<file path="src/hdl/cache_geom_pkg.sv">
/* geometry of the 2-way, 8-set data cache with 16-byte lines
   imported by every controller module */
`default_nettype none

package cache_geom_pkg;

  // --------------------------------------------------------------------------
  // sets and ways
  // --------------------------------------------------------------------------
  localparam int num_sets   = 8;
  localparam int num_ways   = 2;
  localparam int index_bits = 3;

  // --------------------------------------------------------------------------
  // address layout
  // --------------------------------------------------------------------------
  localparam int line_bytes = 16;
  localparam int addr_bits  = 32;

  // word within the line sits just below the index, bits 3:2
  localparam int word_sel_bits = 2;
  localparam int index_lsb     = 4;

  // statistics counters, wrap around
  localparam int count_bits = 10;

  localparam logic [line_bytes-1:0] full_line_ben = '1;

endpackage

`default_nettype wire

</file>
<file path="src/hdl/cache_line_state.sv">
/* valid, dirty and LRU bits for every line of the cache
   strobes from the control FSM update the indexed set on the next edge */
`default_nettype none

module cache_line_state (
  input  logic                                  clk,
  input  logic                                  reset,
  input  logic [cache_geom_pkg::index_bits-1:0] index,
  input  logic                                  fill_strobe,
  input  logic                                  write_strobe,
  input  logic                                  evict_strobe,
  input  logic                                  touch_strobe,
  input  logic                                  target_way,
  output logic [cache_geom_pkg::num_ways-1:0]   set_valid,
  output logic [cache_geom_pkg::num_ways-1:0]   set_dirty,
  output logic                                  set_lru_way
);

  import cache_geom_pkg::*;

  // --------------------------------------------------------------------------
  // storage
  // --------------------------------------------------------------------------
  logic [num_sets-1:0][num_ways-1:0] valid_bits;
  logic [num_sets-1:0][num_ways-1:0] dirty_bits;

  // way used most recently, per set
  logic [num_sets-1:0] lru_way;

  always_ff @(posedge clk) begin
    if (reset) begin
      valid_bits <= '0;
      dirty_bits <= '0;
      lru_way    <= '0;
    end else begin
      // refilled line is valid and clean
      if (fill_strobe) begin
        valid_bits[index][target_way] <= 1'b1;
        dirty_bits[index][target_way] <= 1'b0;
      end
      // victim written back
      if (evict_strobe) begin
        dirty_bits[index][target_way] <= 1'b0;
      end
      // store hit, or store after refill
      if (write_strobe) begin
        dirty_bits[index][target_way] <= 1'b1;
      end
      if (touch_strobe) begin
        lru_way[index] <= target_way;
      end
    end
  end

  // --------------------------------------------------------------------------
  // reads of the indexed set
  // --------------------------------------------------------------------------
  assign set_valid   = valid_bits[index];
  assign set_dirty   = dirty_bits[index];
  assign set_lru_way = lru_way[index];

  // the FSM only marks a line dirty after it was filled
  assert property (@(posedge clk) disable iff (reset)
    (set_dirty & ~set_valid) == '0)
    else $error("dirty bit on invalid line, set %0d valid %b dirty %b",
                index, set_valid, set_dirty);

endmodule

`default_nettype wire

</file>
<file path="config.mk">
export PLATFORM = sky130hd
export DESIGN_NAME = cache_line_state
export DESIGN_NICKNAME = d
export VERILOG_FILES = /design/src/hdl/cache_geom_pkg.sv /design/src/hdl/cache_line_state.sv
export SDC_FILE = /design/constraint.sdc
export NUM_CORES = 1
export LEC_CHECK = 0
export BUFFER_PORTS_ARGS = -buffer_cell sky130_fd_sc_hd__buf_2
export CORE_MARGIN = 1.5
export CORE_UTILIZATION = 59
export CTS_CLUSTER_SIZE = 14
export DETAILED_ROUTE_END_ITERATION = 10
export MAX_ROUTING_LAYER = met4
export PLACE_DENSITY = 0.81
export RECOVER_POWER = 50
export SYNTH_ARGS = -nofsm -noshare
export SYNTH_HDL_FRONTEND = slang
export SYNTH_SLANG_ARGS = --single-unit
</file>
<file path="constraint.sdc">
create_clock -name clk -period 2.55 [get_ports clk]
set_input_delay 0.765 -clock clk [delete_from_list [all_inputs] [get_ports clk]]
set_output_delay 0.765 -clock clk [all_outputs]
set_load 0.05 [all_outputs]
</file>
==> flow_metrics.py <==
metrics = {
    "logic_synthesis": {
        "synthAdderAreaFrac_pct": 0,
        "ys_async_sr_fraction_pct": 0,
        "ys.flop_type": "dfxtp_1",
        "syn-num-nets": 225,
        "yosysSeqAreaShare_pct": 40.9,
        "synth_warnings": 0,
        "synth_simple_gate_area_share_pct": 22.0,
        "yosys_register_bits": 40,
        "synth.distinct_cells": 37,
        "syn_avg_cell_area_sq_um": 9.11,
        "synth_compound_area_share_pct": 19.7,
        "synth_edf_count": 0,
        "syn_inst": 215,
        "synthXorXnorAreaFrac_pct": 0,
        "syn_area_sq_um": 1960,
        "synthMuxAreaShare_pct": 11.4,
        "synth_top_family_by_area": "simple AND/OR/NAND/NOR gates",
    },
    "worst_setup_path": {
        "criticalPathCategory": "in -> out",
        "startpoint": "index[2]",
        "worstSetupEndpointType": "output pin",
        "startpoint_type": "input pin",
        "rr_startpoint": "dirty_bits[8]",
        "crit_arrival_ns": 1.81,
        "reg2reg_depth": 3,
        "path_max_fanout": 7,
        "worstPathRequired_ns": 1.79,
        "r2r_end": "dirty_bits[8]",
        "rrSetupSlack_ns": 1.71,
    },
    "floorplanning": {
        "die_w_microns": 60.6,
        "row_count": 20,
        "die_area_sq_um": 3680,
        "pin_count": 15,
        "placeableCoreArea_sq_um": 3100,
        "initial_core_util_pct": 63.1,
        "die_y_microns": 60.6,
    },
    "global_route": {
        "antenna_found_initial": 0,
        "grt_max_degree": 25,
        "overflow": 0,
        "grt_usage_pct": 30.2,
        "grt_pass1_wl_microns": 7770,
        "grt_pass1_vias": 1600,
    },
    "clock_tree": {
        "worstSkewPairLatency_ns": 0.34,
        "cts.htree.levels": 2,
        "cts_hold_buf": 0,
        "clock-sinks": 40,
        "cts_root_buffer": "clkbuf_4",
        "clk_pin_slew_ns": 0.10,
        "clockBufferDepth": 2,
        "cts_tree": "built",
        "cts_buffers": 5,
    },
    "timing": {
        "whs_ns": 0.487,
        "min_period_over_period_pct": 101,
        "tightest_slew_ns": 0.772,
        "hold_violations": 0,
        "fin_skew_ns": 0,
        "maxSlewHeadroom_pct": 48.0,
        "finalMaxSlewViolations": 0,
        "tns_ns": -0.0583,
        "setup_slack_ns": -0.0227,
        "setup-violations-final": 3,
        "max_clock_freq_ghz": 0.389,
        "rsz0062_at_grt": "true",
        "fin_crit_ns": 2.57,
    },
    "drt": {
        "drt-initial-drc-count": 165,
        "vias_per_cell": 6.18,
        "drc": 0,
        "wire_per_inst_microns": 17.5,
        "vias": 1699,
        "ant_nets": 0,
        "wirelength_microns": 4820,
        "drt-pass1-iter-count": 4,
    },
    "power_and_ir_drop": {
        "p_leak_nw": 0.832,
        "ir_worst_vdd_uv": 293,
        "powerDensity_nw_per_um2": 500,
    },
    "min_path": {
        "worstHoldPathType": "reg -> reg",
        "whs_path_depth": 2,
        "hold_path_end": "valid_bits[14]",
        "min_from": "valid_bits[14]",
    },
    "cells_and_area": {
        "nNetsFinal": 240,
        "layout-drive-gt1-share_pct": 25.5,
        "fillers": 234,
        "area_growth_pct": 16.0,
        "diodes": 0,
    },
    "placement": {
        "gp_congestion": 0.965,
        "portBuffers": 14,
        "dp_hpwl_microns": 3250,
    },
    "status": {
        "violations": "setup timing",
        "status": "complete, but fails checks",
    },
    "run": {
        "timing.max_cap.violations": 0,
    },
}
[cells in the final DEF, fill, tap and decap left out, types with 2 or more instances in the layout]
cell type,n
buf_2,6
mux2_2,3
and3b_1,3
nor3b_2,2
nor2b_1,17
or3b_4,3
buf_12,2
buf_8,4
buf_6,2
nand3b_1,5
o21ai_0,34
mux4_2,6
a21oi_1,24
clkbuf_1,2
nor2_1,17
mux2_4,3
dfxtp_1,40
nand3_1,11
clkbuf_4,5
and3_1,2
buf_4,13
o21ai_1,8
nor3b_1,2
[area by class of cell]
type	count	area [sq um]	share of cell area [%]
well taps	44	55.1	2.42
multi-input cells	155	1100	48.6
clock buffers	8	58.8	2.59
repair buffers	27	250	11.0
inverters	1	3.75	0.165
flip-flops and latches	40	801	35.2
[what timing repair did]
action / in CTS / in global routing
gates resized for setup: 31 / 4
setup endpoints to repair: 5 / 5
setup buffers: 0 / 1
[per-layer routing]
metal	GRT usage (%)	vias to the layer above	share of wire [%]
li1	-	804	-
met1	35.8	809	40
met2	49.9	68	50
met3	6.82	18	6.4
met4	11.8	0	2.9
met5	-	-	0
[power by group]
part / internal [mW] / leakage [nW] / switching (mW) / total (mW)
Combinational: 0.0670 / 0.476 / 0.0939 / 0.161
Sequential: 0.638 / 0.324 / 0.00765 / 0.646
Clock: 0.136 / 0.0326 / 0.194 / 0.331
[worst max-delay path by stage]
| stage | slack, ns | to | depth (start not counted) |
|---|---|---|---|
| 2_1_floorplan | 0.009 | set_dirty[0] | 5 |
| 3_3_place_gp | -0.20 | set_valid[0] | 5 |
| 3_5_place_dp | -0.24 | set_valid[1] | 5 |
| 4_1_cts | -0.04 | set_valid[0] | 4 |
| 5_1_grt | -0.05 | set_valid[0] | 4 |
| 6_report | -0.02 | set_valid[0] | 4 |
[logic make-up after synthesis]
group,Yosys count
AO/OA/AOI/OAI,73
AND/OR/NAND/NOR,69
buffers and inverters,20
multiplexers,13
flip-flops,40
[stage by stage]
step	instance area, sq um	utilization, %	worst slack [ns]	power (mW)	instances
floorplan	2000	-	0.00913	0.762	215
finish	2270	73.3	-0.0227	1.14	275
detailed placement	2100	67.7	-0.237	0.797	266
global route	2270	73.3	-0.0457	1.19	275
CTS	2250	72.6	-0.0385	1.13	274
global placement	2100	67.7	-0.198	0.791	266
[cell usage after synthesis, drive strengths merged, types with 4 or more instances]
cell / instances / share of area, %
o21ai: 42 / 11
dfxtp: 40 / 41
a21oi: 24 / 6.1
nor2b: 18 / 5.7
nor2: 17 / 3.3
buf: 11 / 4.2
nand3: 11 / 2.8
clkbuf: 8 / 1.6
mux2: 6 / 3.4
mux4: 6 / 7.5
nand3b: 5 / 1.9
nor3b: 4 / 2.0
or3b: 4 / 2.2
[flip-flops by register name (all words and copies together) (netlist names)]
signal / count
dirty_bits: 16
lru_way: 8
valid_bits: 16
[critical path, stage by stage]
cell    delay, ns
buf_12       0.10
mux4_2       0.49
mux2_4       0.29
buf_8        0.15
Power figures use the tool's default switching activity.
