**src/hdl/cache_geom_pkg.sv**
```systemverilog
/* geometry of the 2-way, 8-set data cache with 16-byte lines
   imported by every controller module */
`default_nettype none

package cache_geom_pkg;

  // --------------------------------------------------------------------------
  // sets and ways
  // --------------------------------------------------------------------------
  localparam int num_sets   = 8;
  localparam int num_ways   = 2;
  localparam int index_bits = 3;

  // --------------------------------------------------------------------------
  // address layout
  // --------------------------------------------------------------------------
  localparam int line_bytes = 16;
  localparam int addr_bits  = 32;

  // word within the line sits just below the index, bits 3:2
  localparam int word_sel_bits = 2;
  localparam int index_lsb     = 4;

  // statistics counters, wrap around
  localparam int count_bits = 10;

  localparam logic [line_bytes-1:0] full_line_ben = '1;

endpackage

`default_nettype wire

```
**src/hdl/way_enable_gen.sv**
```systemverilog
/* per-way tag and data write enables with byte enables
   a refill writes the whole line, a store writes one 4-byte word */
`default_nettype none

module way_enable_gen (
  input  logic                                     tag_wr,
  input  logic                                     data_wr,
  input  logic                                     refill,
  input  logic                                     target_way,
  input  logic [cache_geom_pkg::word_sel_bits-1:0] word_sel,
  output logic [cache_geom_pkg::num_ways-1:0]      tag_array_wen,
  output logic [cache_geom_pkg::num_ways-1:0]      data_array_wen,
  output logic [cache_geom_pkg::line_bytes-1:0]    data_array_wben0,
  output logic [cache_geom_pkg::line_bytes-1:0]    data_array_wben1
);

  import cache_geom_pkg::*;

  localparam logic [line_bytes-1:0] word_ben = 16'h000f;

  logic [num_ways-1:0]   way_sel;
  logic [line_bytes-1:0] ben;

  assign way_sel = num_ways'(1) << target_way;

  // word group at address bits 3:2
  assign ben = refill ? full_line_ben : (word_ben << {word_sel, 2'b00});

  assign tag_array_wen  = tag_wr  ? way_sel : '0;
  assign data_array_wen = data_wr ? way_sel : '0;

  assign data_array_wben0 = data_array_wen[0] ? ben : '0;
  assign data_array_wben1 = data_array_wen[1] ? ben : '0;

endmodule

`default_nettype wire

```
**config.mk**
```make
export PLATFORM = sky130hd
export DESIGN_NAME = way_enable_gen
export DESIGN_NICKNAME = d
export VERILOG_FILES = /design/src/hdl/cache_geom_pkg.sv /design/src/hdl/way_enable_gen.sv
export SDC_FILE = /design/constraint.sdc
export NUM_CORES = 1
export LEC_CHECK = 0
export BUFFER_PORTS_ARGS = -buffer_cell sky130_fd_sc_hd__buf_2
export CORE_AREA = 2 2 39 41
export DETAILED_ROUTE_END_ITERATION = 7
export DIE_AREA = 0 0 41 43
export GPL_ROUTABILITY_DRIVEN = 0
export MAX_ROUTING_LAYER = met4
export SLEW_MARGIN = 20
export SYNTH_ARGS = -nofsm -noshare
export SYNTH_HDL_FRONTEND = slang
export SYNTH_SLANG_ARGS = --single-unit
```
**constraint.sdc**
```tcl
create_clock -name vclk -period 1
set_input_delay 0.1 -clock vclk [all_inputs]
set_output_delay 0.1 -clock vclk [all_outputs]
set_load 0.1 [all_outputs]
```
==> metrics.csv, run 1 <==
stage,metric,value,unit
grt,GRT Residual Overflow,0,
die,Starting Density,0.207,
cells_and_area,share of cells above drive strength 1,0.959,
die,I/O pins,42,
synthesis,dominant cells by area after synthesis,"buf_4, a21oi_1, nor2_1",
routing,WL/cell,14.1,µm
die,Die ar.,1760,µm²
routing,post-route ant nets,0,
cells_and_area,Layout clock buffers,0,
routing,DR vias,363,
routing,Via density,4.08,
routing,final WL,1260,µm
power,P_leak,0.514,nW
worst_setup_path,worst endpoint required time,0.90,ns
power,Power Dens Cells,895,nW/µm²
worst_setup_path,Worst EP arrival,0.89,ns
run_status,status,"complete, no violations",
synthesis,Synth Area in XOR/XNOR,0,
grt,first-pass GRT wire length,2040,µm
worst_setup_path,CP startpoint kind,input pin,
cells_and_area,fin util,0.882,
die,chip height,43,µm
worst_hold_path,worst min path class,input pin to output port,
cells_and_area,Area Overhead vs Synth,326,%
synthesis,main combinational cell family by area after synthesis,buffers and inverters,
synthesis,sequential-to-total area share from yosys stat,0,
cells_and_area,Ant. Diodes,0,
worst_setup_path,crit path to,data_array_wben0[15],
synthesis,post-synthesis compound-gate area fraction,0.122,
timing,RSZ-0062 raised after global routing,yes,
cells_and_area,most frequent cells in the layout,"buf_12, buf_4, a21oi_4",
timing,crit share post-route,0.989,
worst_setup_path,crit path max fanout,5,
cells_and_area,number of sequential cells,0,
timing,headroom to the max-slew limit,0.801,
synthesis,synth warn,0,
routing,DR iter-0 viols,1,
synthesis,Synth cell types,10,
cells_and_area,"most common cell after layout, fill and taps aside",buf_12,
die,Core ar.,1380,µm²
synthesis,Synth area leader,buf_4,
grt,Total GRT Usage,0.173,
grt,initial antenna violation count,0,
synthesis,post-synthesis mux area share,0,
cells_and_area,Nets,81,
synthesis,Post-Syn Nets,49,
synthesis,syn_area_per_cell,6.66,µm²
synthesis,Simple-Gate Fraction of Synth Area,0.210,
worst_setup_path,CP Capture Type,output port,
synthesis,post-synthesis cell count,43,
timing,Setup Viol. Count Final,0,
power,Max VDD drop,0.558,mV
synthesis,Post-Syn Area,287,µm²
clocking,cts hold-fix bufs,0,
routing,First-pass DRT Iterations,2,
timing,f_max,1.01,GHz
place,placed cell count,84,
grt,vias in the first global route,400,
worst_hold_path,min-delay src,tag_wr,
routing,Post-route DRC,0,
worst_setup_path,Worst Setup SP,target_way,
die,die width,41,µm
cells_and_area,Final Non-Filler Cells,89,
synthesis,Yosys top cell area share,0.629,
place,placed cell area,1100,µm²
synthesis,Post-Synth Adder-Cell Area,0,
grt,largest net degree at the start of global routing,6,
worst_setup_path,CP Class,input pin to output port,
timing,"Hold Vio Cnt, Final",0,
flow_run,max-cap violations,0,
place,PortBufs,42,
timing,fin. max-slew vios,0,
cells_and_area,register area,0,µm²
cells_and_area,fin area,1220,µm²
timing,fin crit period,0.989,ns
place,hpwl dp,1040,µm
timing,worst-margin pin slew,0.297,ns
die,# rows,14,
[metal layers]
metal | vias up | track usage | wire (µm)
met2 | 26 | 0.306 | 779
met5 | - | - | 0
li1 | 170 | - | -
met3 | 0 | 0.0419 | 102
met4 | 0 | 0.0200 | 0
met1 | 167 | 0.190 | 377
[per-stage QoR]
step / setup WS (ns) / power, mW / setup TNS (ns) / hold WS (ns)
floorplan: -0.339 / 0.799 / -7.20 / 0.301
global placement: -0.0349 / 1.03 / -0.496 / 0.576
detailed placement: -0.0601 / 1.04 / -0.950 / 0.579
CTS: 0.000441 / 1.08 / 0 / 0.580
global route: -0.0254 / 1.12 / -0.118 / 0.596
finish: 0.0108 / 1.09 / 0 / 0.583
[layout make-up]
type	instances	area [µm²]
Fill cell	53	163
Timing Repair Buffer	54	962
Multi-Input combinational cell	16	224
Inverter	3	15.0
Tap cell	16	20.0
[critical path, cell delays in order]
cell	delay, ns
buf_8	0.10
nand2b_4	0.19
nor2_4	0.27
buf_12	0.22
[timing repair]
item | CTS | global route
endpoints found under the hold margin | 0 | 0
gates cloned | 0 | 0
gates resized for setup | 6 | 8
setup buffers | 5 | 0
pin swaps | 5 | 2
setup endpoints to repair | 28 | 32
[where the power goes]
part | switching (mW) | internal (mW) | leakage (nW) | total [mW]
Combinational | 0.695 | 0.398 | 0.514 | 1.09
Clock | 0 | 0 | 0 | 0
Sequential | 0 | 0 | 0 | 0
Total | 0.695 | 0.398 | 0.514 | 1.09
[cell usage after synthesis]
library cell  count
nor2_1            4
inv_1             3
a21oi_1           5
nand2_2           1
buf_4            24
nand2b_1          2
o21ba_1           1
nand2b_4          1
nor2b_1           1
and2_1            1
[kinds of logic (layout without fill, tap and decap cells)]
kind of cell	after synthesis	after routing
AOI/OAI and AO/OA	6	6
buffers and inverters	27	57
and+or+nand+nor	10	10
[worst min path at each step]
stage,end,cells past startpoint,slack (ns)
floorplan,tag_array_wen[0],1,0.30
global placement,tag_array_wen[0],3,0.58
detailed placement,tag_array_wen[0],3,0.58
CTS,tag_array_wen[0],3,0.58
global route,tag_array_wen[0],3,0.60
finish,tag_array_wen[0],3,0.58
Note: power is estimated with default switching activity, not from simulation.
==> run 2, diff against run 1 <==
--- a/config.mk
+++ b/config.mk
@@ -5,6 +5,7 @@
 export SDC_FILE = /design/constraint.sdc
 export NUM_CORES = 1
 export LEC_CHECK = 0
+export ABC_AREA = 1
 export BUFFER_PORTS_ARGS = -buffer_cell sky130_fd_sc_hd__buf_2
 export CORE_AREA = 2 2 39 41
 export DETAILED_ROUTE_END_ITERATION = 7
==> metrics.csv, run 2 <==
stage,metric,value,unit
run_status,status,finished with violations,
run_status,failing checks,negative setup slack,
die,Core ar.,1380,µm²
grt,vias in the first global route,442,
synthesis,post-synthesis cell count,49,
power,Power Dens Cells,908,nW/µm²
routing,WL/cell,15.1,µm
die,Die ar.,1760,µm²
timing,final worst slack,-0.0288,ns
synthesis,synth warn,0,
routing,DR vias,380,
worst_setup_path,CP Class,input pin to output port,
routing,First-pass DRT Iterations,2,
timing,worst-margin pin slew,0.286,ns
cells_and_area,fin util,0.867,
grt,Total GRT Usage,0.165,
timing,crit share post-route,1.03,
power,Max VDD drop,0.610,mV
synthesis,Synth cell types,6,
synthesis,"count leader, synth",buf_4,
grt,first-pass GRT wire length,2000,µm
place,hpwl dp,1080,µm
die,I/O pins,42,
worst_setup_path,Worst EP arrival,0.93,ns
routing,final WL,1350,µm
cells_and_area,number of sequential cells,0,
cells_and_area,most frequent cells in the layout,"buf_12, nor2_4, a21oi_4",
power,Pwr Total,1.09,mW
worst_setup_path,worst endpoint required time,0.90,ns
timing,fin crit period,1.03,ns
synthesis,Synth top cells by count,"buf_4, inv_1, nor2_1",
synthesis,syn_area_per_cell,5.82,µm²
grt,initial antenna violation count,0,
synthesis,Yosys top cell area share,0.632,
cells_and_area,Nets,81,
timing,RSZ-0062 raised after global routing,yes,
routing,Via density,4.27,
place,PortBufs,42,
timing,headroom to the max-slew limit,0.809,
die,chip height,43,µm
die,Starting Density,0.206,
cells_and_area,"most common cell after layout, fill and taps aside",buf_12,
grt,GRT Residual Overflow,0,
cells_and_area,Ant. Diodes,0,
clocking,cts hold-fix bufs,0,
worst_hold_path,Hold Path Depth,4,
routing,DR iter-0 viols,2,
cells_and_area,share of cells above drive strength 1,0.932,
synthesis,dominant cells by area after synthesis,"buf_4, inv_1, nor2_1",
worst_hold_path,worst min path class,input pin to output port,
timing,Setup Viol. Count Final,12,
power,P_leak,0.501,nW
routing,Post-route DRC,0,
synthesis,Synth area leader,buf_4,
cells_and_area,Area Overhead vs Synth,321,%
timing,"Hold Vio Cnt, Final",0,
die,die width,41,µm
synthesis,Post-Syn Nets,55,
grt,largest net degree at the start of global routing,6,
die,# rows,14,
worst_setup_path,CP Capture Type,output port,
timing,fin. max-slew vios,0,
worst_setup_path,crit path max fanout,4,
cells_and_area,register area,0,µm²
timing,f_max,0.972,GHz
cells_and_area,Layout clock buffers,0,
flow_run,max-cap violations,0,
synthesis,Post-Syn Area,285,µm²
synthesis,sequential-to-total area share from yosys stat,0,
place,pre-CTS setup slack,-0.119,ns
routing,post-route ant nets,0,
cells_and_area,Fill cells,64,
worst_setup_path,CP startpoint kind,input pin,
[run 2: path summary, 6_finish.rpt]
check	start	to
setup / recovery	refill	data_array_wben0[11]
hold / removal	tag_wr	tag_array_wen[1]
[run 2: logic make-up (layout without fill, tap and decap cells)]
group / after synthesis / after routing / synth area share
buffers and inverters: 32 / 56 / 0.737
AND/OR/NAND/NOR: 12 / 12 / 0.175
AO/OA/AOI/OAI: 5 / 5 / 0.0877
[run 2: metal layers]
metal  wire (µm)  GRT usage  up-vias
li1            -          -      174
met1         356      0.155      175
met2         808      0.316       27
met3         129     0.0366        4
met4          53     0.0267        0
met5           0          -        -
[run 2: what timing repair did]
item	in CTS	in global routing
setup buffers	1	0
hold endpoints to repair	0	0
pin swaps	4	5
resized for setup	4	16
setup endpoints to repair	32	28
[run 2: layout make-up]
cell class	count	area, µm²	share of cell area
Tap cell	16	20.0	0.0167
Multi-Input combinational cell	17	221	0.185
Timing Repair Buffer	48	908	0.757
Inverter	8	50.0	0.0417
[run 2: power by group]
part           switching [mW]  internal [mW]
logic                   0.713          0.376
registers                   0              0
clock network               0              0
total                   0.713          0.376
[run 2: metrics by stage]
stage / instance area, µm² / TNS, ns / hold WS (ns) / cells
final: 1200 / -0.217 / 0.588 / 89
after global routing: 1200 / -0.737 / 0.597 / 89
after CTS: 1140 / -0.223 / 0.591 / 89
after detailed placement: 1110 / -1.97 / 0.591 / 88
after global placement: 1110 / -0.886 / 0.570 / 88
after floorplan: 652 / -6.51 / 0.302 / 49
[run 2: worst max-delay path, stage by stage]
cell and delay, ns:
buf_8 0.08, clkinvlp_4 0.19, a21oi_4 0.23, buf_12 0.14
buf_12 0.17
==> run 3, diff against run 2 <==
--- a/config.mk
+++ b/config.mk
@@ -12,7 +12,6 @@
 export DIE_AREA = 0 0 41 43
 export GPL_ROUTABILITY_DRIVEN = 0
 export MAX_ROUTING_LAYER = met4
-export SLEW_MARGIN = 20
 export SYNTH_ARGS = -nofsm -noshare
 export SYNTH_HDL_FRONTEND = slang
 export SYNTH_SLANG_ARGS = --single-unit
==> constraint.sdc (replaced) <==
create_clock -name vclk -period 1
set_input_delay 0.05 -clock vclk [all_inputs]
set_output_delay 0.05 -clock vclk [all_outputs]
set_load 0.1 [all_outputs]
==> metrics.csv, run 3 (synthesized netlist as in run 2, its figures left out) <==
stage,metric,value,unit
run_status,status,"complete, no violations",
timing,Setup Viol. Count Final,0,
power,Max VDD drop,0.560,mV
grt,largest net degree at the start of global routing,6,
cells_and_area,"most common cell after layout, fill and taps aside",buf_12,
routing,Post-route DRC,0,
worst_setup_path,CP Capture Type,output port,
timing,crit share post-route,0.971,
timing,worst-margin pin slew,0.335,ns
die,Starting Density,0.206,
die,die width,41,µm
die,Core ar.,1380,µm²
cells_and_area,most frequent cells in the layout,"buf_12, inv_1, nor2_4, buf_2",
worst_setup_path,CP startpoint kind,input pin,
worst_hold_path,Hold Path Depth,4,
cells_and_area,number of sequential cells,0,
power,Power Dens Cells,936,nW/µm²
worst_setup_path,CP peak stage delay,0.28,ns
timing,"Hold Vio Cnt, Final",0,
routing,DR iter-0 viols,1,
worst_setup_path,CP cell instances,buf_2 > inv_16 > nand2_8 > a21oi_4 > buf_12,
worst_setup_path,crit path to,data_array_wben0[8],
clocking,cts hold-fix bufs,0,
grt,GRT Residual Overflow,0,
place,hpwl dp,854,µm
cells_and_area,share of cells above drive strength 1,0.865,
routing,post-route ant nets,0,
worst_setup_path,CP max-delay cell,a21oi_4,
cells_and_area,Final Non-Filler Cells,90,
place,placed cell area,1070,µm²
worst_setup_path,CP Class,input pin to output port,
timing,fin. max-slew vios,0,
timing,f_max,1.03,GHz
grt,vias in the first global route,370,
routing,First-pass DRT Iterations,3,
flow_run,max-cap violations,0,
routing,WL/cell,9.97,µm
clocking,"Gates resized, CTS repair",0,
timing,fin crit period,0.971,ns
cells_and_area,fin util,0.796,
grt,first-pass GRT wire length,1560,µm
timing,RSZ-0062 raised after global routing,no,
routing,DR vias,364,
die,chip height,43,µm
clocking,post-CTS setup buffers,1,
place,PortBufs,42,
worst_hold_path,worst min path class,input pin to output port,
place,placed cell count,87,
cells_and_area,register area,0,µm²
worst_setup_path,worst endpoint required time,0.95,ns
cells_and_area,Layout clock buffers,0,
die,# rows,14,
cells_and_area,Area Overhead vs Synth,286,%
worst_setup_path,Worst EP arrival,0.92,ns
die,Die ar.,1760,µm²
die,I/O pins,42,
timing,hold slack,0.460,ns
routing,final WL,897,µm
cells_and_area,fin area,1100,µm²
cells_and_area,Ant. Diodes,0,
worst_setup_path,Worst Setup SP,target_way,
timing,headroom to the max-slew limit,0.777,
cells_and_area,Nets,82,
grt,initial antenna violation count,0,
timing,TNS Setup,0,ns
worst_setup_path,crit path max fanout,5,
grt,Total GRT Usage,0.122,
power,P_leak,0.477,nW
routing,Via density,4.04,
run 3: area by class of cell:
type                       count  area [µm²]
multi-input combinational     17         206
fill                          70         283
inverter                       8        46.3
timing repair buffer          49         828
tap                           16        20.0
run 3: worst min path at each step:
stage / startpoint / end
global placement: tag_wr / tag_array_wen[0]
finish: tag_wr / tag_array_wen[0]
floorplan: target_way / tag_array_wen[0]
global route: tag_wr / tag_array_wen[0]
CTS: tag_wr / tag_array_wen[0]
detailed placement: tag_wr / tag_array_wen[0]
run 3: layer usage:
| metal | GRT usage | part of all wire | vias up |
|---|---|---|---|
| met1 | 0.146 | 0.28 | 168 |
| met5 | - | 0 | - |
| met3 | 0.00524 | 0.098 | 0 |
| li1 | - | - | 174 |
| met2 | 0.225 | 0.63 | 22 |
| met4 | 0 | 0 | 0 |
run 3: per-stage QoR:
| stage | worst slack (ns) | power (mW) |
|---|---|---|
| 6_report | 0.0294 | 1.03 |
| 5_1_grt | 0.00206 | 1.05 |
| 4_1_cts | 0.00370 | 1.03 |
| 3_5_place_dp | -0.0140 | 1.02 |
| 3_3_place_gp | -0.00218 | 1.01 |
| 2_1_floorplan | -0.295 | 0.766 |
run 3: power by group:
part,internal [mW],total [mW],switching [mW]
combinational,0.338,1.03,0.693
sequential,0,0,0
clock,0,0,0
run 3: critical path, delay by kind of cell:
kind	cells	cell delay [ns]
buffers and inverters	3	0.51
AOI/OAI and AO/OA	1	0.28
and+or+nand+nor	1	0.07
