File: config.mk
export PLATFORM = sky130hd
export DESIGN_NAME = cache_ctrl_fsm
export DESIGN_NICKNAME = d
export VERILOG_FILES = /design/src/hdl/cache_geom_pkg.sv /design/src/hdl/mem_msg_pkg.sv /design/src/hdl/cache_ctrl_fsm.sv
export SDC_FILE = /design/constraint.sdc
export NUM_CORES = 1
export LEC_CHECK = 0
export BUFFER_PORTS_ARGS = -buffer_cell sky130_fd_sc_hd__buf_2
export CORE_ASPECT_RATIO = 1.75
export CORE_MARGIN = 5
export CORE_UTILIZATION = 50
export CTS_BUF_LIST = sky130_fd_sc_hd__clkbuf_2
export CTS_CLUSTER_DIAMETER = 200
export DETAILED_ROUTE_END_ITERATION = 6
export PLACE_DENSITY = 0.78
export REMOVE_ABC_BUFFERS = 1
export SLEW_MARGIN = 20
export SYNTH_ARGS = -nofsm -noshare
export SYNTH_HDL_FRONTEND = slang
export SYNTH_SLANG_ARGS = --single-unit
File: constraint.sdc
create_clock -name clk -period 4.4 [get_ports clk]
set_clock_uncertainty 0.15 [all_clocks]
set_input_delay 0.22 -clock clk [delete_from_list [all_inputs] [get_ports clk]]
set_output_delay 0.22 -clock clk [all_outputs]
set_load 0.1 [all_outputs]
File: src/hdl/cache_geom_pkg.sv
/* geometry of the 2-way, 8-set data cache with 16-byte lines
   imported by every controller module */
`default_nettype none

package cache_geom_pkg;

  // --------------------------------------------------------------------------
  // sets and ways
  // --------------------------------------------------------------------------
  localparam int num_sets   = 8;
  localparam int num_ways   = 2;
  localparam int index_bits = 3;

  // --------------------------------------------------------------------------
  // address layout
  // --------------------------------------------------------------------------
  localparam int line_bytes = 16;
  localparam int addr_bits  = 32;

  // word within the line sits just below the index, bits 3:2
  localparam int word_sel_bits = 2;
  localparam int index_lsb     = 4;

  // statistics counters, wrap around
  localparam int count_bits = 10;

  localparam logic [line_bytes-1:0] full_line_ben = '1;

endpackage

`default_nettype wire

File: src/hdl/mem_msg_pkg.sv
/* type codes of cache requests and of memory requests
   shared by the decode, the control FSM and the top level */
`default_nettype none

package mem_msg_pkg;

  // cache request types
  localparam int req_type_bits = 2;

  localparam logic [req_type_bits-1:0] req_read       = 2'd0;
  localparam logic [req_type_bits-1:0] req_write      = 2'd1;
  localparam logic [req_type_bits-1:0] req_write_init = 2'd2;

  // memory request type, one bit
  localparam logic memreq_read  = 1'b0;
  localparam logic memreq_write = 1'b1;

endpackage

`default_nettype wire

File: src/hdl/cache_ctrl_fsm.sv
/* blocking control FSM of the cache, one request in flight
   sequences tag check, eviction, refill and the response, and counts */
`default_nettype none

module cache_ctrl_fsm (
  input  logic                                  clk,
  input  logic                                  reset,
  input  logic                                  cachereq_val,
  output logic                                  cachereq_rdy,
  output logic                                  cacheresp_val,
  input  logic                                  cacheresp_rdy,
  output logic                                  memreq_val,
  input  logic                                  memreq_rdy,
  output logic                                  memreq_type,
  input  logic                                  memresp_val,
  output logic                                  memresp_rdy,
  input  logic [mem_msg_pkg::req_type_bits-1:0] req_type,
  input  logic                                  hit,
  input  logic                                  hit_way,
  input  logic                                  victim_way,
  input  logic                                  victim_dirty,
  input  logic                                  is_write_init,
  output logic                                  fill_strobe,
  output logic                                  write_strobe,
  output logic                                  evict_strobe,
  output logic                                  touch_strobe,
  output logic                                  target_way,
  output logic                                  tag_wr,
  output logic                                  data_wr,
  output logic                                  refill,
  output logic                                  cachereq_en,
  output logic                                  memresp_en,
  output logic                                  tag_array_ren,
  output logic                                  data_array_ren,
  output logic                                  read_data_reg_en,
  output logic                                  read_tag_reg_en,
  output logic [cache_geom_pkg::count_bits-1:0] req_count,
  output logic [cache_geom_pkg::count_bits-1:0] miss_count
);

  import cache_geom_pkg::*;
  import mem_msg_pkg::*;

  typedef enum logic [3:0] {
    idle, tag_check, write_init, evict_req, evict_wait,
    refill_req, refill_wait, access, respond
  } state_t;

  state_t state;
  state_t next_state;

  // --------------------------------------------------------------------------
  // state register and next state
  // --------------------------------------------------------------------------
  always_ff @(posedge clk) begin
    if (reset) begin
      state <= idle;
    end else begin
      state <= next_state;
    end
  end

  always_comb begin
    next_state = state;
    case (state)
      idle:        if (cachereq_val) next_state = tag_check;
      tag_check: begin
        if (is_write_init)     next_state = write_init;
        else if (hit)          next_state = access;
        else if (victim_dirty) next_state = evict_req;
        else                   next_state = refill_req;
      end
      write_init:  next_state = respond;
      evict_req:   if (memreq_rdy) next_state = evict_wait;
      evict_wait:  if (memresp_val) next_state = refill_req;
      refill_req:  if (memreq_rdy) next_state = refill_wait;
      refill_wait: if (memresp_val) next_state = access;
      access:      next_state = respond;
      respond:     if (cacheresp_rdy) next_state = idle;
      default:     next_state = idle;
    endcase
  end

  // --------------------------------------------------------------------------
  // outputs, decoded from the state
  // --------------------------------------------------------------------------
  // after a refill the new line hits, on the same way as the victim
  assign target_way = hit ? hit_way : victim_way;

  assign cachereq_rdy  = (state == idle);
  assign cachereq_en   = (state == idle) && cachereq_val;
  assign cacheresp_val = (state == respond);
  assign memreq_val    = (state == evict_req) || (state == refill_req);
  assign memreq_type   = (state == evict_req) ? memreq_write : memreq_read;
  assign memresp_rdy   = (state == evict_wait) || (state == refill_wait);
  assign memresp_en    = (state == refill_wait) && memresp_val;
  assign refill        = (state == refill_wait);

  // victim tag and data go to the write-back registers
  assign tag_array_ren   = (state == tag_check) || (state == evict_req);
  assign read_tag_reg_en = (state == evict_req);
  assign data_array_ren  = (state == evict_req) ||
                           ((state == access) && (req_type == req_read));
  assign read_data_reg_en = data_array_ren;

  // array writes: refill line, write-init word, store word
  assign tag_wr  = (state == write_init) || memresp_en;
  assign data_wr = tag_wr || ((state == access) && (req_type == req_write));

  assign fill_strobe  = tag_wr;
  assign evict_strobe = (state == evict_wait) && memresp_val;
  assign write_strobe = (state == access) && (req_type == req_write);
  assign touch_strobe = (state == access) || (state == write_init);

  // --------------------------------------------------------------------------
  // statistics
  // --------------------------------------------------------------------------
  always_ff @(posedge clk) begin
    if (reset) begin
      req_count  <= '0;
      miss_count <= '0;
    end else begin
      if (cachereq_val && cachereq_rdy) begin
        req_count <= req_count + 1'b1;
      end
      if ((state == tag_check) && !is_write_init && !hit) begin
        miss_count <= miss_count + 1'b1;
      end
    end
  end

  // a memory request and its type hold until memreq_rdy
  assert property (@(posedge clk) disable iff (reset)
    (memreq_val && !memreq_rdy) |=> (memreq_val && $stable(memreq_type)))
    else $error("memreq_val dropped or memreq_type changed before memreq_rdy");

endmodule

`default_nettype wire

==> results of run 1 <==
-- Yosys cell counts, types with 2 or more instances --
cell      number
nor4_1         5
nor4_2         2
xnor2_1       10
nor2b_1        2
ha_1           2
nand4_1        3
nand2b_1       5
and3_1         2
a21oi_1        7
nand3_1        9
clkbuf_1       6
nor4b_1        3
or4_1          2
buf_4          3
nand2_1        8
inv_1          9
buf_6          2
nor3_1        12
or3_1          2
or2_2          2
xor2_1         7
dfxtp_1       24
o21ai_0        3
o211ai_1       2
nor2_1        24
-- layout make-up --
class | count | area, µm²
timing repair buffer | 52 | 265
sequential | 24 | 480
multi-input combinational | 123 | 766
tap | 27 | 33.8
fill | 250 | 1050
clock inverter | 1 | 3.75
clock buffer | 3 | 15.0
inverter | 10 | 42.5
-- cells by family after synthesis --
group,count (synthesis)
AOI/OAI and AO/OA,16
xor gates and xnor gates,17
adders and majority gates,2
buffers and inverters,22
DFF,24
muxes,2
and+or+nand+nor,86
-- sequential cells by signal, indices dropped and copies added, names as in the netlist --
register    count
state           4
miss_count     10
req_count      10
-- critical path: cells and delay by family (launching register included) --
family                 cells  cell delay [ns]
buffers and inverters      3             0.68
flip-flops                 1             0.50
AND/OR/NAND/NOR            2             0.83
-- per-layer routing --
layer | up-vias | global-route usage, % | share of wire [%]
met3 | 4 | 3.00 | 8.0
met4 | 0 | 4.46 | 1.1
li1 | 668 | - | -
met2 | 47 | 29.2 | 51
met1 | 614 | 18.8 | 40
met5 | - | 0 | 0
-- how the worst max path moves through the flow --
stage                     depth (start not counted)  slack, ns           to
after floorplan                                   3      -1.53      data_wr
after global placement                            5       2.13  cachereq_en
after detailed placement                          5       2.10  cachereq_en
after CTS                                         5       1.68  cachereq_en
after global routing                              5       1.50  cachereq_en
final                                             5       1.68  cachereq_en
-- layout by cell type, fill, tap and decap left out, types with 3 or more instances in the layout --
cell	n
nand2b_1	5
nor3_1	12
o21ai_0	3
nor2_1	24
clkbuf_2	3
xnor2_1	10
xor2_1	7
nand2_1	8
nand3_1	9
nor4b_1	3
nand4_1	3
inv_1	9
dfxtp_1	24
nor4_1	5
a21oi_1	7
buf_2	51
-- metrics by stage --
stage	total power [mW]	std cells	setup TNS, ns
2_1_floorplan	0.663	157	-5.23
3_3_place_gp	0.732	235	0
3_5_place_dp	0.736	235	0
4_1_cts	0.821	240	0
5_1_grt	0.860	240	0
6_report	0.817	240	0
-- repair_timing --
action | 4_1_cts | 5_1_grt
hold endpoints to repair | 1 | 0
setup buffers | 0 | 0
hold buffers | 1 | 0
-- power by group through the flow --
| stage | registers (mW) | clock network [mW] | logic (mW) |
|---|---|---|---|
| after floorplan | 0.315 | 0 | 0.348 |
| after global placement | 0.271 | 0 | 0.461 |
| after detailed placement | 0.272 | 0 | 0.464 |
| after CTS | 0.268 | 0.0862 | 0.467 |
| after global routing | 0.274 | 0.0965 | 0.490 |
| final | 0.268 | 0.0843 | 0.465 |
==> results.json, run 1 <==
{
  "status": "completed",
  "power_frac_seq_pct": 32.8,
  "worst_slack_ns": 1.68,
  "cts_num_sinks": 24,
  "power.leakage_nw": 0.717,
  "reg2reg_depth": 4,
  "vdd_drop_max_mv": 0.424,
  "drt_iter0_drc": 24,
  "clock_path_buffers": 2,
  "arrival_ns": 2.35,
  "p_switching_mw": 0.484,
  "fin_area_um2": 1610,
  "hold-worst-slack_ns": 0.0254,
  "layout-drive-gt1-share_pct": 29.1,
  "timing.rr.start": "state[0]$_SDFFE_PP0P_",
  "grt_start_max_net_pins": 26,
  "synth_seq_cells": 24,
  "start_util_pct": 51.2,
  "placed_area_um2": 1580,
  "min_period_ns": 2.72,
  "slew_viol_final": 0,
  "cp.required_ns": 4.03,
  "rrSetupSlack_ns": 2.18,
  "synth_top_family_by_area": "simple AND/OR/NAND/NOR gates",
  "routed_via_density": 5.55,
  "critPathMaxFanout": 14,
  "yosys.area_share.simple_pct": 35.0,
  "synth_edf_count": 0,
  "period_share_pct": 61.9,
  "crit_path_start_kind": "flop",
  "grt-ovfl-total": 0,
  "synth_xor_area_share_pct": 10.9,
  "synth_fa_ha_area_share_pct": 1.84,
  "ant_nets": 0,
  "grt_pass1_wl_um": 5350,
  "num_rows": 25,
  "cts_resized": 0,
  "fin_util_pct": 60.4,
  "path_class": "reg2out",
  "netlist_instances": 169,
  "wire_per_inst_um": 12.6,
  "hp-class": "in2reg",
  "synthTopCellsByArea": "dfxtp_1 (35%), nor2_1 (6.6%), xnor2_1 (6.4%), xor2_1 (4.5%), nor3_1 (4.4%)",
  "swShare_pct": 59.2,
  "cpMostUsedCell": "inv_1",
  "hp-start": "cachereq_val",
  "vias": 1333,
  "synth.area.mux_share_pct": 1.56,
  "finalWirelength_um": 3030,
  "cts-buffers-inserted": 3,
  "fmax_mhz": 367,
  "clkPwrFrac_pct": 10.3,
  "clockRootBuffer": "clkbuf_2",
  "drc_errors": 0,
  "areaGrowthSynthToFinish_pct": 18.1,
  "max_slew_margin_pct": 64.6,
  "synth-seq-area-share_pct": 35.3,
  "slowest_stage": "or4_1",
  "dieArea_um2": 3900,
  "yosysTopAreaCell": "dfxtp_1",
  "final_nets": 229,
  "gp_congestion": 0.829,
  "antenna_found_initial": 0,
  "fp.coreArea_um2": 2660,
  "setup_viol": 0,
  "port-buffer-count": 51,
  "end_kind": "output port",
  "synthFlopType": "dfxtp_1",
  "cap_viol_max_count": 0,
  "ios": 52,
  "clkLatencyLatePin_ns": 0.33,
  "synth_top_area_share_pct": 35.3,
  "synth_area_um2": 1360,
  "share_comb_of_total_power_pct": 56.9,
  "yosys_warnings": 0,
  "die_w_um": 49.4,
  "drtPass1Iterations": 4,
  "diodes": 0,
  "syn-mean-instance-area_um2": 8.05,
  "first_global_vias": 1284,
  "postSynth.asyncResetShare_pct": 0,
  "finalHoldViolCount": 0,
  "cp-startpoint": "state[2]$_SDFFE_PP0P_",
  "htreeDepth": 1,
  "fp.dieH_um": 79.0,
  "grt_setup_unrepaired": "false",
  "min_to": "req_count[1]$_SDFFE_PP0P_",
  "cts_tree": "done",
  "synth-compound-area-share_pct": 6.99,
  "worstReg2RegEnd": "miss_count[9]$_SDFFE_PP0P_",
  "dp_hpwl_um": 2330,
  "grt_use_total_pct": 16.1,
  "pre_cts_ws_ns": 2.10,
  "holdPathStages": 3,
  "ys_types": 38,
  "slowest_delay_ns": 0.71,
  "cts.clk_slew.worst_paths_ns": 0.22,
  "power_density_nw_per_um2": 509,
  "tightest_slew_ns": 0.527,
  "intPower_mw": 0.333,
  "worstPathCellList": "or4_1 -> inv_1 -> nand2_1 -> inv_1 -> buf_2"
}
Power figures use the tool's default switching activity.
==> inputs of run 2 (changes only) <==
- CORE_UTILIZATION: 50 -> 45
- PLACE_DENSITY: 0.78 -> 0.74
- clock period: 4.4 -> 2.34 ns (I/O delays scaled with it)
==> run 2 against run 1 <==
Compared with the run above:
- worst hold slack worse by 0.015 ns
- die area is 9.2% higher
- worst setup slack worse by 1.5 ns
- count of clock-buffer cells in the layout stayed put
- cell area is 5.5% higher
- first-iteration DRC count is 17% higher
- power is 100% higher
- flip-flop and latch count stayed put
- critical path depth stayed put
- register-to-register slack worse by 1.8 ns
- wire length is 1.5% higher
- critical endpoint unchanged
- largest cell class unchanged
- largest power group unchanged
==> results.json, run 2 (synthesis results as in run 1) <==
{
  "end_kind": "output port",
  "grt-ovfl-total": 0,
  "hp-class": "in2reg",
  "htreeDepth": 1,
  "placed_area_um2": 1620,
  "intPower_mw": 0.710,
  "clkPwrFrac_pct": 9.9,
  "path_class": "reg2out",
  "period_share_pct": 92.8,
  "power_frac_seq_pct": 29.6,
  "cts_tree": "done",
  "layout-drive-gt1-share_pct": 31.2,
  "critPathMaxFanout": 10,
  "port-buffer-count": 51,
  "placed_cells": 238,
  "p_switching_mw": 0.922,
  "wire_per_inst_um": 12.5,
  "power.leakage_nw": 0.750,
  "ios": 52,
  "share_comb_of_total_power_pct": 60.5,
  "status": "completed",
  "min_period_ns": 2.17,
  "met3_wirelength_um": 148,
  "ant_nets": 0,
  "die_w_um": 51.6,
  "wl_met1_um": 1140,
  "cap_viol_max_count": 0,
  "top_layer": "met4",
  "fp.coreArea_um2": 2930,
  "stdcell_count": 246,
  "top_regs": "miss_count x10, req_count x10, state x4",
  "start_util_pct": 46.5,
  "crit_path_start_kind": "flop",
  "fin_area_um2": 1690,
  "grt_pass1_wl_um": 5290,
  "antenna_found_initial": 0,
  "final_nets": 234,
  "diodes": 0,
  "tightest_slew_ns": 0.482,
  "drtPass1Iterations": 4,
  "gp_congestion": 0.825,
  "finalHoldViolCount": 0,
  "vdd_drop_max_mv": 0.756,
  "hold-worst-slack_ns": 0.00989,
  "drt_iter0_drc": 28,
  "route.met2.wl_um": 1720,
  "dieArea_um2": 4260,
  "max_slew_margin_pct": 67.6,
  "clkLatencyLatePin_ns": 0.34,
  "cts.clk_slew.worst_paths_ns": 0.22,
  "cp.required_ns": 2.07,
  "drc_errors": 0,
  "cts-buffers-inserted": 3,
  "areaGrowthSynthToFinish_pct": 24.6,
  "cts_num_sinks": 24,
  "arrival_ns": 1.90,
  "first_global_vias": 1284,
  "setup_viol": 0,
  "dp_hpwl_um": 2420,
  "vias": 1350,
  "routed_via_density": 5.49,
  "slew_viol_final": 0,
  "power_density_nw_per_um2": 963,
  "clock_path_buffers": 2,
  "grt_setup_unrepaired": "false",
  "fmax_mhz": 461,
  "layout_commonest_cell": "buf_2",
  "swShare_pct": 56.5,
  "tns_ns": 0,
  "clockRootBuffer": "clkbuf_2",
  "fp.dieH_um": 82.7,
  "finalWirelength_um": 3070,
  "grt_use_total_pct": 15.9,
  "num_rows": 26,
  "num-fill-cells": 304,
  "grt_start_max_net_pins": 26,
  "final_cell_mix": "buf_2 (47), nor2_1 (24), dfxtp_1 (22)"
}
## run 2: changes by cell type in the layout (fill, tap and decap cells not counted), moves of 2 or more
cell and delta:
dlygate4sd3_1 +3, buf_12 +2, dfxtp_1 -2, buf_2 -4, buf_4 +3, dfxtp_2 +2
## run 2: path summary, 6_finish.rpt
check | startpoint | to | slack (ns) | cells past startpoint
max reg2reg | state[3]$_SDFFE_PP0P_ | miss_count[8]$_SDFFE_PP0P_ | 0.35 | 5
min reg2reg | miss_count[9]$_SDFFE_PP0P_ | miss_count[9]$_SDFFE_PP0P_ | 0.36 | 2
max | state[3]$_SDFFE_PP0P_ | cachereq_en | 0.17 | 5
min | hit | miss_count[1]$_SDFFE_PP0P_ | 0.01 | 4
## run 2: power groups by stage
| stage | Clock, mW | Sequential (mW) | Combinational (mW) |
|---|---|---|---|
| detailed placement | 0 | 0.489 | 0.973 |
| floorplan | 0 | 0.592 | 0.655 |
| CTS | 0.169 | 0.483 | 0.994 |
| finish | 0.162 | 0.482 | 0.988 |
| global route | 0.185 | 0.491 | 1.05 |
| global placement | 0 | 0.488 | 0.968 |
## run 2: what timing repair did
item / CTS / global route
gates resized for setup: 3 / 3
pin swaps: 0 / 0
hold endpoints to repair: 4 / 0
buffers inserted: 0 / 0
setup endpoints to repair: 2 / 4
hold buffers: 4 / 0
## run 2: cell type report
cell class                 count  area (µm²)  share of cell area [%]
timing repair buffer          57         345                    20.4
sequential                    24         483                    28.5
clock buffer                   3        15.0                   0.886
multi-input combinational    123         769                    45.4
clock inverter                 1        3.75                   0.222
inverter                      10        42.5                    2.51
tap                           28        35.0                    2.07
## run 2: through the flow
stage	power, mW	setup WS (ns)	utilization, %
2_1_floorplan	1.25	-3.49	-
3_3_place_gp	1.46	0.364	55.5
3_5_place_dp	1.46	0.332	55.5
4_1_cts	1.65	0.0313	57.7
5_1_grt	1.72	0.0267	57.9
6_report	1.63	0.170	57.9
## run 2: per-layer routing
| metal | vias to the layer above | global-route usage [%] |
|---|---|---|
| met5 | - | 0 |
| li1 | 672 | - |
| met2 | 36 | 30.7 |
| met3 | 5 | 1.26 |
| met1 | 637 | 16.7 |
| met4 | 0 | 7.87 |
## run 2: worst max-delay path: stages (launching register included)
cell	delay (ns)
dfxtp_2	0.41
or4_4	0.60
inv_2	0.15
nand2_1	0.11
inv_1	0.11
buf_12	0.18
==> inputs of run 3 (changes only) <==
--- a/constraint.sdc
+++ b/constraint.sdc
@@ -4,2 +4,2 @@
 set_output_delay 0.117 -clock clk [all_outputs]
-set_load 0.1 [all_outputs]
+set_load 0.005 [all_outputs]
==> run 3 against run 2 <==
Compared with the run above:
- first-iteration DRC count shrank 43%
- power shrank 28%
- cell area grew 0.96%
- clock power grew 72%
- flip-flop and latch count is the same
- combinational power shrank 57%
- non-clock buffer count grew 3
- wire length shrank 1.1%
- worst setup slack gained 0.058 ns
- global-route usage shrank 1.2 points
- count of clock-buffer cells in the layout is the same
- final cell count grew 1.2%
- critical endpoint unchanged
- highest routed layer unchanged
==> results.json, run 3 (synthesis results as in run 1) <==
{
  "min_period_ns": 2.11,
  "areaGrowthSynthToFinish_pct": 25.8,
  "slowest_stage": "or4_4",
  "cpMostUsedCell": "inv_1",
  "grt_pass1_wl_um": 4910,
  "top_regs": "miss_count x10, req_count x10, state x4",
  "clockRootBuffer": "clkbuf_2",
  "busiest_layer": "met2",
  "slowest_delay_ns": 0.61,
  "finalWirelength_um": 3040,
  "cts_tree": "done",
  "crit_family": "simple AND/OR/NAND/NOR gates",
  "gr-usage-met1_pct": 16.5,
  "total_power_mw": 1.18,
  "finalHoldViolCount": 0,
  "power.leakage_nw": 0.768,
  "diodes": 0,
  "vdd_drop_max_mv": 0.389,
  "fp.coreArea_um2": 2930,
  "max_slew_margin_pct": 67.7,
  "dieArea_um2": 4260,
  "critPathMaxFanout": 10,
  "routed_via_density": 5.27,
  "hold-worst-slack_ns": 0.0887,
  "drt_iter0_drc": 16,
  "crit_buf_inv": 3,
  "final_cell_mix": "buf_2 (51), nor2_1 (24), dfxtp_1 (24)",
  "layout-drive-gt1-share_pct": 30.3,
  "arrival_ns": 1.85,
  "die_w_um": 51.6,
  "slew_viol_final": 0,
  "fin_area_um2": 1710,
  "status": "completed",
  "antenna_found_initial": 0,
  "drc_errors": 0,
  "htreeDepth": 1,
  "use_met2_pct": 26.8,
  "fin_util_pct": 58.4,
  "grt_use_total_pct": 14.7,
  "ios": 52,
  "grt_setup_unrepaired": "false",
  "clock_path_buffers": 2,
  "end_kind": "output port",
  "grtUsageMet3_pct": 1.44,
  "port-buffer-count": 51,
  "placed_area_um2": 1600,
  "layout_commonest_cell": "buf_2",
  "fp.dieH_um": 82.7,
  "dp_hpwl_um": 2370,
  "power_density_nw_per_um2": 690,
  "first_global_vias": 1165,
  "num_rows": 26,
  "worstPathCellList": "or4_4 -> inv_1 -> nand2_1 -> inv_1 -> buf_2",
  "period_share_pct": 90.3,
  "cts_num_sinks": 24,
  "num-fill-cells": 304,
  "cp.required_ns": 2.07,
  "gp_congestion": 0.820,
  "hp-class": "in2reg",
  "start_util_pct": 46.5,
  "tightest_slew_ns": 0.480,
  "crit_path_start_kind": "flop",
  "grt-ovfl-total": 0,
  "grt_start_max_net_pins": 26,
  "cts.clk_slew.worst_paths_ns": 0.23,
  "cap_viol_max_count": 0,
  "drtPass1Iterations": 4,
  "final_nets": 237,
  "path_class": "reg2out",
  "wire_per_inst_um": 12.2,
  "cts-buffers-inserted": 3,
  "clkLatencyLatePin_ns": 0.34,
  "vias": 1311,
  "setup_viol": 0,
  "fmax_mhz": 473,
  "tns_ns": 0,
  "ant_nets": 0
}
==> run 3: changes by cell type in the layout (fill, tap and decap cells not counted), sizes merged <==
cell,previous run,this run
clkinv,1,0
clkbuf,4,3
bufinv,0,1
buf,52,54
dlygate4sd3,4,6
==> run 3: timing repair <==
item / in CTS / in global routing
hold endpoints to repair: 4 / 2
endpoints found under the setup margin: 0 / 1
setup buffers: 0 / 0
gates resized for setup: 0 / 1
hold buffers: 5 / 1
==> run 3: power breakdown <==
part	switching [mW]	leakage [nW]	internal, mW
sequential	0.0424	0.194	0.439
clock	0.131	0.0266	0.147
combinational	0.238	0.547	0.182
total	0.411	0.768	0.768
==> run 3: layer usage <==
metal,wire length (µm),vias to the layer above
li1,-,680
met1,1240,598
met2,1630,31
met3,126,2
met4,40,0
met5,0,-
==> run 3: path summary, 6_finish.rpt <==
path	cells past startpoint	start	endpoint	slack [ns]
worst max-delay path	5	state[3]$_SDFFE_PP0P_	cachereq_en	0.23
worst min-delay path	5	hit	miss_count[0]$_SDFFE_PP0P_	0.09
worst max register to register	4	state[0]$_SDFFE_PP0P_	miss_count[9]$_SDFFE_PP0P_	0.25
worst min register to register	2	miss_count[9]$_SDFFE_PP0P_	miss_count[9]$_SDFFE_PP0P_	0.36
==> run 3: worst min-delay path: cells and delay by family <==
kind | cells | cell delay [ns]
XOR/XNOR | 1 | 0.06
buffers and inverters | 1 | 0.12
AND/OR/NAND/NOR | 3 | 0.27
==> run 3: final cells by class <==
| class | count | area, µm² | share of cell area, % |
|---|---|---|---|
| Multi-Input combinational cell | 123 | 769 | 45.0 |
| Sequential cell | 24 | 480 | 28.1 |
| Timing Repair Buffer | 60 | 338 | 19.8 |
| Inverter | 10 | 42.5 | 2.49 |
| Tap cell | 28 | 35.0 | 2.05 |
| Clock inverter | 1 | 30.0 | 1.76 |
| Clock buffer | 3 | 15.0 | 0.878 |
==> run 3: per-stage QoR <==
stage | worst slack [ns] | std cells
finish | 0.227 | 249
global route | 0.0930 | 249
CTS | 0.0958 | 248
detailed placement | 0.316 | 239
global placement | 0.377 | 239
floorplan | 0.311 | 157
